$ cat src/geom_pkg.sv
package geom_pkg;

    ////////////////////////////////////////
    // fixed-point format

    // fraction bits of every coordinate
    localparam int FRAC_BITS = 8;

    // coordinates, hit distance t and ray components
    typedef logic signed [31:0] coord_t;

    ////////////////////////////////////////
    // scene geometry

    // eye position in the ground plane
    // block positions are moved into the eye frame with it
    localparam coord_t EYE_X = coord_t'(1800 << FRAC_BITS);
    localparam coord_t EYE_Y = coord_t'(1800 << FRAC_BITS);

    // top face sits this far above the block position
    localparam coord_t TOP_FACE_HEIGHT = coord_t'(200 << FRAC_BITS);

    // tolerance on the top-face test, about 0.01
    localparam coord_t TOP_FACE_SLACK = coord_t'(3);

    // half-extent of the arrow square in x and y
    localparam coord_t ARROW_HALF_WIDTH = coord_t'(80 << FRAC_BITS);

    ////////////////////////////////////////
    // block arrow direction

    // codes 4 to 7 draw like LEFT
    typedef enum logic [2:0] {
        UP    = 3'd0,
        RIGHT = 3'd1,
        DOWN  = 3'd2,
        LEFT  = 3'd3,
        ANY   = 3'd4
    } arrow_dir_t;

endpackage

$ cat src/shade_pkg.sv
package shade_pkg;

    ////////////////////////////////////////
    // block material

    // other codes are legal, they shade black
    typedef enum logic [2:0] {
        BLUE = 3'd0,
        RED  = 3'd1
    } block_color_t;

    // colour channel, 8 fraction bits
    typedef logic [15:0] chan_t;

    // full intensity, 1.0
    localparam chan_t CHAN_ONE = 16'd256;

    ////////////////////////////////////////
    // pipeline

    // valid_in to rgb_valid, in clock cycles
    localparam int PIPE_STAGES = 3;

endpackage
$ cat src/pixel_pipe_ctrl.sv
`timescale 1ns/10ps

module pixel_pipe_ctrl (
    input  logic                    clk_in,
    input  logic                    rst_in,
    input  logic                    valid_in,
    input  geom_pkg::arrow_dir_t    block_dir,
    input  shade_pkg::block_color_t block_color,
    output geom_pkg::arrow_dir_t    s2_dir,
    output shade_pkg::block_color_t s2_color,
    output logic                    out_strobe
);

    import geom_pkg::*;
    import shade_pkg::*;

    // the last valid stage is rgb_valid in the shader output register
    localparam int CTRL_STAGES = PIPE_STAGES - 1;

    ////////////////////////////////////////
    // valid pipeline

    // bit 0 is stage 1, the top bit is stage 2
    logic [CTRL_STAGES-1:0] valid_sr;

    always_ff @(posedge clk_in) begin
        if (rst_in) begin
            valid_sr <= '0;
        end else begin
            valid_sr <= {valid_sr[CTRL_STAGES-2:0], valid_in};
        end
    end

    // stage 2 valid, registered into rgb_valid by the shader
    assign out_strobe = valid_sr[CTRL_STAGES-1];

    ////////////////////////////////////////
    // block attributes

    // stage 1 copies, in step with the scaled ray
    arrow_dir_t   s1_dir;
    block_color_t s1_color;

    // two register delay so direction and colour meet the
    // geometry flags at the shader input
    always_ff @(posedge clk_in) begin
        s1_dir   <= block_dir;
        s1_color <= block_color;
        s2_dir   <= s1_dir;
        s2_color <= s1_color;
    end

endmodule

$ cat config.mk
export PLATFORM = sky130hd
export DESIGN_NAME = pixel_pipe_ctrl
export DESIGN_NICKNAME = d
export VERILOG_FILES = /design/src/geom_pkg.sv /design/src/shade_pkg.sv /design/src/pixel_pipe_ctrl.sv
export SDC_FILE = /design/constraint.sdc
export NUM_CORES = 1
export LEC_CHECK = 0
export ABC_AREA = 0
export BUFFER_PORTS_ARGS = -buffer_cell sky130_fd_sc_hd__buf_2
export CORE_AREA = 2 2 39 41
export CTS_CLUSTER_SIZE = 30
export DETAILED_ROUTE_END_ITERATION = 12
export DIE_AREA = 0 0 41 43
export SYNTH_ARGS = -nofsm -noshare
export SYNTH_HDL_FRONTEND = slang
export SYNTH_SLANG_ARGS = --single-unit
$ cat constraint.sdc
create_clock -name clk_in -period 0.8 [get_ports clk_in]
set_input_delay 0.04 -clock clk_in [delete_from_list [all_inputs] [get_ports clk_in]]
set_output_delay 0.04 -clock clk_in [all_outputs]
set_load 0.05 [all_outputs]
==> insert_results.sql <==
INSERT INTO impl_metrics (metric_group, metric, value, unit) VALUES
('cells_and_area', 'drive_above_1_share', '60.5', '%'),
('cells_and_area', 'nets', '53', ''),
('synth', 'ys_seq_elements', '14', ''),
('floorplanning', 'fp-row-count', '14', ''),
('status', 'run_status', 'finished, violations left', ''),
('setup_path', 'worst-endpoint-arrival', '770', 'ps'),
('run', 'max_cap_violations', '0', ''),
('timing', 'final.min_clock_period', '806', 'ps'),
('synth', 'yosys_most_used_dff', 'dfxtp_1', ''),
('cells_and_area', 'utilization', '41.9', '%'),
('global_routing', 'pin_count_of_the_biggest_net_entering_global_routing', '9', ''),
('synth', 'synth_cells', '16', ''),
('synth', 'synth.area.mux_share', '0', '%'),
('cts', 'cts_tree', 'yes', ''),
('setup_path', 'critical-path-slowest-cell', 'dfxtp_2', ''),
('cts', 'h-tree-depth', '1', ''),
('synth', 'synth.top_cell.area_share', '95.7', '%'),
('synth', 'cell_types_occupying_the_most_area_after_synthesis', 'dfxtp_1 96%, nor2b_1 4.3%', ''),
('setup_path', 'setup.worst_path.start', 's2_color[1]$_DFF_P_', ''),
('worst_hold_path', 'hold_path_class', 'register to register', ''),
('setup_path', 'reg2reg_to', 'valid_sr[1]$_SDFF_PP0_', ''),
('synth', 'synthesis.area', '293', 'um2'),
('timing', 'finalMaxSlewViolations', '0', ''),
('detailed_routing', 'via_count', '198', ''),
('synth', 'synth-async-reset-ratio', '0', '%'),
('synth', 'post_synth_and_or_nand_nor_area_fraction', '4.27', '%'),
('setup_path', 'cp_num_buf_inv', '1', ''),
('setup_path', 'cp_num_cells', '1', ''),
('detailed_routing', 'antenna_violating_nets_post_route', '0', ''),
('cts', 'clock-sinks', '14', ''),
('pwr', 'vdd.ir_drop.worst', '0.858', 'mV'),
('placed_design', 'post-place-ws', '202', 'ps'),
('placed_design', 'numPortBuffers', '15', ''),
('setup_path', 'timing.critical_path.required', '760', 'ps'),
('detailed_routing', 'wirelength', '686', 'um'),
('floorplanning', 'die_area', '1760', 'um2'),
('global_routing', 'globalRouteTotalUtil', '7.57', '%'),
('setup_path', 'critical_path.reg2reg.startpoint', 'valid_sr[0]$_SDFF_PP0_', ''),
('detailed_routing', 'drt_pass1_iterations', '1', ''),
('synth', 'synthMostInstantiatedCell', 'dfxtp_1', ''),
('cts', 'clk_pin_slew_worst_paths', '80', 'ps'),
('pwr', 'leakagePower', '0.259', 'nW'),
('timing', 'fin_tns_setup', '-5.68', 'ps'),
('setup_path', 'cp_class', 'register to output pin', ''),
('cts', 'cts.root.buffer_cell', 'clkbuf_4', ''),
('timing', 'setup_repair_after_global_routing_missed_its_margin', 'true', ''),
('synth', 'synth-xor-area-share', '0', '%'),
('cells_and_area', 'seqCellArea', '289', 'um2'),
('floorplanning', 'start_util', '21.2', '%'),
('cts', 'clock_latency', '270', 'ps'),
('floorplanning', 'coreArea', '1380', 'um2'),
('cells_and_area', 'fillers', '125', ''),
('floorplanning', 'die_h', '43', 'um'),
('synth', 'synth-warning-count', '0', ''),
('global_routing', 'grt_pass1_wl', '779', 'um'),
('timing', 'tightest_slew', '111', 'ps'),
('timing', 'final_critical_path_setup_slack', '-5.68', 'ps'),
('global_routing', 'grt_antenna_before_repair', '0', ''),
('floorplanning', 'ios', '16', ''),
('timing', 'timing_hold_violations_final', '0', ''),
('setup_path', 'kind_of_end_point_of_the_critical_path', 'output pin', ''),
('setup_path', 'critPathLaunchType', 'register', ''),
('status', 'violations', 'setup timing', ''),
('synth', 'synth_top_family_by_area', 'simple AND/OR/NAND/NOR gates', ''),
('cts', 'buffer_depth_of_the_longest_clock_path', '2', ''),
('setup_path', 'cpLargestDelayFamily', 'flip-flops', ''),
('timing', 'finalSetupViolCount', '1', ''),
('timing', 'slew-limit-headroom', '92.6', '%'),
('detailed_routing', 'detailedRoute.firstIterationViolations', '0', ''),
('setup_path', 'worstPathMaxFanout', '1', ''),
('cells_and_area', 'antenna_cells_inserted', '0', '');
## cell usage in the layout (no fill, tap or decap)
master / instances
buf_8: 6
clkbuf_4: 3
dlygate4sd3_1: 8
buf_6: 1
buf_2: 8
dfxtp_1: 7
nor2b_1: 2
clkbuf_8: 1
dfxtp_2: 7
## state kept, by name (all words and copies together) (netlist names)
signal	count
s1_dir	3
s2_color	3
s2_dir	3
valid_sr	2
s1_color	3
## final cells by class
cell class | instances | share of cell area, %
flip-flops and latches | 14 | 49.9
repair buffers | 23 | 38.2
clock buffers | 4 | 6.26
well taps | 16 | 3.46
multi-input cells | 2 | 2.16
## worst min path at each step
stage | start | endpoint | slack, ps | cells past startpoint
after floorplan | block_color[0] | s1_color[0]$_DFF_P_ | 70 | 0
after global placement | block_color[1] | s1_color[1]$_DFF_P_ | 140 | 1
after detailed placement | block_color[1] | s1_color[1]$_DFF_P_ | 140 | 1
after CTS | s1_color[1]$_DFF_P_ | s2_color[1]$_DFF_P_ | 330 | 0
after global routing | s1_dir[1]$_DFF_P_ | s2_dir[1]$_DFF_P_ | 330 | 0
final | s1_color[1]$_DFF_P_ | s2_color[1]$_DFF_P_ | 330 | 0
## where the power goes
part | total (mW) | switching [mW] | internal, mW
sequential | 0.753 | 0.0156 | 0.737
combinational | 0.170 | 0.0834 | 0.0869
clock | 0.487 | 0.211 | 0.276
total | 1.41 | 0.310 | 1.10
## layer usage
| metal | vias to the layer above | track usage (%) | part of all wire, % |
|---|---|---|---|
| met5 | - | 0 | 0 |
| met4 | 0 | 4.00 | 0 |
| met3 | 0 | 5.76 | 14 |
| met2 | 16 | 12.8 | 48 |
| met1 | 80 | 5.56 | 38 |
| li1 | 102 | - | - |
## timing repair
item | 4_1_cts | 5_1_grt
gates resized for setup | 21 | 6
hold endpoints to repair | 8 | 0
setup endpoints to repair | 7 | 7
buffers inserted | 0 | 0
hold buffers | 8 | 0
## per-stage QoR
| step | instance area [um2] | power, mW |
|---|---|---|
| final | 579 | 1.41 |
| after global routing | 579 | 1.47 |
| after CTS | 559 | 1.41 |
| after detailed placement | 388 | 0.862 |
| after global placement | 388 | 0.861 |
| after floorplan | 293 | 0.824 |
## cell families (layout without fill, tap and decap cells)
kind of cell,count (synthesis),in the layout
buffers and inverters,0,27
flip-flops,14,14
AND/OR/NAND/NOR,2,2
Power figures use the tool's default switching activity.
