<file path="config.mk">
export PLATFORM = sky130hd
export DESIGN_NAME = pixel_shader
export DESIGN_NICKNAME = d
export VERILOG_FILES = /design/src/geom_pkg.sv /design/src/shade_pkg.sv /design/src/pixel_shader.sv
export SDC_FILE = /design/constraint.sdc
export NUM_CORES = 1
export LEC_CHECK = 0
export ABC_CLOCK_PERIOD_IN_PS = 800
export BUFFER_PORTS_ARGS = -buffer_cell sky130_fd_sc_hd__clkbuf_2
export CAP_MARGIN = 20
export CORE_UTILIZATION = 30
export CTS_CLUSTER_SIZE = 8
export DETAILED_ROUTE_END_ITERATION = 7
export GPL_TIMING_DRIVEN = 1
export PLACE_DENSITY = 0.86
export SLEW_MARGIN = 15
export SYNTH_ARGS = -nofsm -noshare
export SYNTH_HDL_FRONTEND = slang
export SYNTH_SLANG_ARGS = --single-unit
</file>
<file path="constraint.sdc">
create_clock -name clk_in -period 0.8 [get_ports clk_in]
set_input_delay 0.08 -clock clk_in [delete_from_list [all_inputs] [get_ports clk_in]]
set_output_delay 0.08 -clock clk_in [all_outputs]
set_load 0.05 [all_outputs]
</file>
<file path="src/geom_pkg.sv">
package geom_pkg;

    ////////////////////////////////////////
    // fixed-point format

    // fraction bits of every coordinate
    localparam int FRAC_BITS = 8;

    // coordinates, hit distance t and ray components
    typedef logic signed [31:0] coord_t;

    ////////////////////////////////////////
    // scene geometry

    // eye position in the ground plane
    // block positions are moved into the eye frame with it
    localparam coord_t EYE_X = coord_t'(1800 << FRAC_BITS);
    localparam coord_t EYE_Y = coord_t'(1800 << FRAC_BITS);

    // top face sits this far above the block position
    localparam coord_t TOP_FACE_HEIGHT = coord_t'(200 << FRAC_BITS);

    // tolerance on the top-face test, about 0.01
    localparam coord_t TOP_FACE_SLACK = coord_t'(3);

    // half-extent of the arrow square in x and y
    localparam coord_t ARROW_HALF_WIDTH = coord_t'(80 << FRAC_BITS);

    ////////////////////////////////////////
    // block arrow direction

    // codes 4 to 7 draw like LEFT
    typedef enum logic [2:0] {
        UP    = 3'd0,
        RIGHT = 3'd1,
        DOWN  = 3'd2,
        LEFT  = 3'd3,
        ANY   = 3'd4
    } arrow_dir_t;

endpackage

</file>
<file path="src/shade_pkg.sv">
package shade_pkg;

    ////////////////////////////////////////
    // block material

    // other codes are legal, they shade black
    typedef enum logic [2:0] {
        BLUE = 3'd0,
        RED  = 3'd1
    } block_color_t;

    // colour channel, 8 fraction bits
    typedef logic [15:0] chan_t;

    // full intensity, 1.0
    localparam chan_t CHAN_ONE = 16'd256;

    ////////////////////////////////////////
    // pipeline

    // valid_in to rgb_valid, in clock cycles
    localparam int PIPE_STAGES = 3;

endpackage
</file>
<file path="src/pixel_shader.sv">
`timescale 1ns/10ps

module pixel_shader (
    input  logic                    clk_in,
    input  logic                    rst_in,
    input  logic                    in_region_a,
    input  logic                    in_region_c,
    input  logic                    in_bounds,
    input  logic                    ray_left,
    input  logic                    ray_below,
    input  logic                    on_top_face,
    input  geom_pkg::arrow_dir_t    s2_dir,
    input  shade_pkg::block_color_t s2_color,
    input  logic                    out_strobe,
    output shade_pkg::chan_t        r_out,
    output shade_pkg::chan_t        g_out,
    output shade_pkg::chan_t        b_out,
    output logic                    rgb_valid
);

    import geom_pkg::*;
    import shade_pkg::*;

    logic  dir_hit;
    logic  draw_arrow;
    chan_t mat_r;
    chan_t mat_b;
    chan_t mat_max;

    ////////////////////////////////////////
    // arrow decision

    always_comb begin
        case (s2_dir)
            UP:      dir_hit = ray_below && in_region_a && in_region_c;
            RIGHT:   dir_hit = !ray_left && !in_region_a && in_region_c;
            DOWN:    dir_hit = !ray_below && !in_region_a && !in_region_c;
            // LEFT, ANY and the unused codes
            default: dir_hit = ray_left && in_region_a && !in_region_c;
        endcase
        draw_arrow = on_top_face && in_bounds && dir_hit;
    end

    ////////////////////////////////////////
    // material colour

    // without lighting the material is the base colour
    // no material has a green component
    always_comb begin
        mat_r = (s2_color == RED) ? CHAN_ONE : '0;
        mat_b = (s2_color == BLUE) ? CHAN_ONE : '0;

        // brightest channel is painted grey on the arrow
        mat_max = mat_r;
        if (mat_b > mat_max) begin
            mat_max = mat_b;
        end
    end

    ////////////////////////////////////////
    // output register

    always_ff @(posedge clk_in) begin
        if (rst_in) begin
            rgb_valid <= 1'b0;
        end else begin
            rgb_valid <= out_strobe;
        end
    end

    // channels hold between pixels
    always_ff @(posedge clk_in) begin
        if (out_strobe) begin
            if (draw_arrow) begin
                r_out <= mat_max;
                g_out <= mat_max;
                b_out <= mat_max;
            end else begin
                r_out <= mat_r;
                g_out <= '0;
                b_out <= mat_b;
            end
        end
    end

endmodule

</file>
==> run_results.csv <==
group,metric,value,unit
routing,ant_nets,0,
routing,drt_iter0_markers,3,
pwr,power_frac_seq,21.6,%
routing,vias,384,
routing,drc,0,
pwr,total_power,0.00114,W
routing,wl,860,µm
placed_design,port-buffer-count,18,
placed_design,hpwl,737,µm
floorplanning,start_util,33.1,%
run_status,violations,"setup timing",
logic_synthesis,muxShareOfSynthArea,0,%
logic_synthesis,synth.cell_area,591,µm²
logic_synthesis,synth_edf_count,3,
sta,period_minus_slack,895,ps
pwr,clockPowerShare,23.2,%
pwr,switching_share,55.9,%
clock_tree,cts_root_buffer,"clkbuf_4",
grt,first_global_vias,317,
clock_tree,path_clk_slew,40,ps
logic_synthesis,syn_inst,69,
logic_synthesis,synth_compound_area_share,9.11,%
grt,grt_max_degree,5,
worst_setup_path,critPathLaunchType,"flip-flop",
layout,nets,107,
pwr,p_leak,0.325,nW
clock_tree,clk_path_buf_depth,2,
grt,gr-usage-all-layers,6.97,%
pwr,p_sw,0.000638,W
pwr,ir_drop,0.000483,V
floorplanning,dieWidth,46.4,µm
layout,fin_util,34.5,%
sta,rsz0062_at_grt,"yes",
clock_tree,cts_max_level,1,
logic_synthesis,synth_top_family_by_area,"buffers and inverters",
layout,fin_area,614,µm²
logic_synthesis,synth_area_leaders,"buf_4, edfxtp_1, dfxtp_1",
grt,grt_pass1_wl,1040,µm
layout,fillCellCount,187,
grt,antenna_found_initial,0,
logic_synthesis,synth-seq-area-share,18.6,%
sta,hold_viol,0,
logic_synthesis,synth_top_area_share,57.2,%
routing,via_per_inst,3.31,
sta,drv_slew,0,
worst_setup_path,cpPeakStageDelay,410,ps
clock_tree,cts.sinks,4,
logic_synthesis,post_synth_and_or_nand_nor_area_fraction,14.4,%
flow_run,maxCapViolCount,0,
floorplanning,core_area,1780,µm²
sta,fin_ws,-95.1,ps
layout,regArea,111,µm²
logic_synthesis,yosys.area_share.adder,0,%
worst_setup_path,arrival,820,ps
pwr,p_int,0.000504,W
logic_synthesis,ys_types,19,
layout,multi_input_area,308,µm²
logic_synthesis,yosys-top-cells-count,"buf_4, edfxtp_1",
worst_setup_path,required,720,ps
worst_setup_path,cp-end-kind,"output port",
worst_setup_path,critical_path_class,"reg2out",
placed_design,gp_congestion,0.595,
worst_setup_path,cp_top_family,"flip-flops",
logic_synthesis,ys.flop_type,"edfxtp_1",
logic_synthesis,ys_warn_count,0,
worst_setup_path,path_buf_inv,1,
routing,dr.pass1.iters,2,
clock_tree,post_cts_buffers,0,
sta,max_freq,1120,MHz
worst_setup_path,crit_slowest_cell,"edfxtp_1",
layout,n_antenna_cell,0,
floorplanning,die_area,2150,µm²
logic_synthesis,ys_ff_latch,4,
logic_synthesis,async_flop_share,0,%
clock_tree,numCtsBuffers,3,
layout,stdcell_count,116,
layout,drive_above_1_share,27.5,%
pwr,combPwrFrac,55.2,%
clock_tree,cts_tree,"built",
sta,finalSetupViolCount,3,
routing,wl_per_cell,7.41,µm
pwr,power.density,1860,nW/µm²
logic_synthesis,synth_xor_area_share,0,%
logic_synthesis,yosysMostFrequentCell,"buf_4",
sta,period_share,112,%
floorplanning,ioPinCount,64,
layout,layout-area-overhead-vs-synth,4.03,%
placed_design,place_area,539,µm²
logic_synthesis,yosysTopAreaCell,"buf_4",
floorplanning,fp-row-count,15,
grt,gr-total-overflow,0,
hold_path,min_path_type,"in2reg",
worst_setup_path,worstPathCellList,"buf_8",
worst_setup_path,cp_max_fo,1,
logic_synthesis,avgSynthCellArea,8.56,µm²
floorplanning,die_h,46.4,µm
run_status,outcome,"finished, violations left",
placed_design,place_inst,111,
-- power by group through the flow --
stage	Combinational [W]	Clock (W)	Sequential, W
2_1_floorplan	0.000661	0	0.000292
3_3_place_gp	0.000595	0	0.000244
3_5_place_dp	0.000599	0	0.000245
4_1_cts	0.000619	0.000278	0.000244
5_1_grt	0.000655	0.000295	0.000248
6_report	0.000630	0.000265	0.000247
-- layer usage --
| layer | routed length, µm | track usage [%] |
|---|---|---|
| met1 | 230 | 3.50 |
| met3 | 113 | 3.92 |
| met4 | 0 | 1.76 |
| met5 | 0 | 0 |
| met2 | 515 | 16.4 |
-- registers in the layout, summed over array words and instances (netlist names) --
register	flops
b_out	1
g_out	1
r_out	1
rgb_valid	1
-- cell type report --
cell class	count	share of cell area, %
multi-input cells	64	50.1
flip-flops and latches	4	18.1
well taps	25	5.09
clock buffers	4	4.28
repair buffers	19	22.4
-- through the flow --
step                hold WS (ps)  worst slack, ps  setup TNS, ps
CTS                         1.70            -86.0           -229
finish                       105            -95.1           -232
floorplan                    152             3.58              0
detailed placement           247             -208           -614
global placement             243             -170           -475
global route                98.6             -119           -323
-- final timing paths --
check,slack (ps),cells after the start,to,from
setup / recovery,-100,1,r_out[8],r_out[8]$_DFFE_PP_
hold / removal,110,1,r_out[8]$_DFFE_PP_,out_strobe
-- cells in the final DEF, fill, tap and decap left out, types with 2 or more instances in the layout --
cell type,n
buf_8,2
edfxtp_1,3
nor2_1,2
clkbuf_8,2
clkbuf_2,14
a21oi_1,2
conb_1,45
o211ai_1,2
clkbuf_4,3
nand2_1,2
-- kinds of logic after synthesis --
family,Yosys count
flops,4
simple gates,12
compound gates,7
other cells,1
buf+inv,45
-- timing repair --
| action | in CTS | in global routing |
|---|---|---|
| setup endpoints to repair | 4 | 4 |
| endpoints found under the hold margin | 0 | 1 |
| hold buffers | 0 | 1 |
| pin swaps | 0 | 0 |
| gates resized for setup | 9 | 2 |
(Power assumes the default switching activity.)
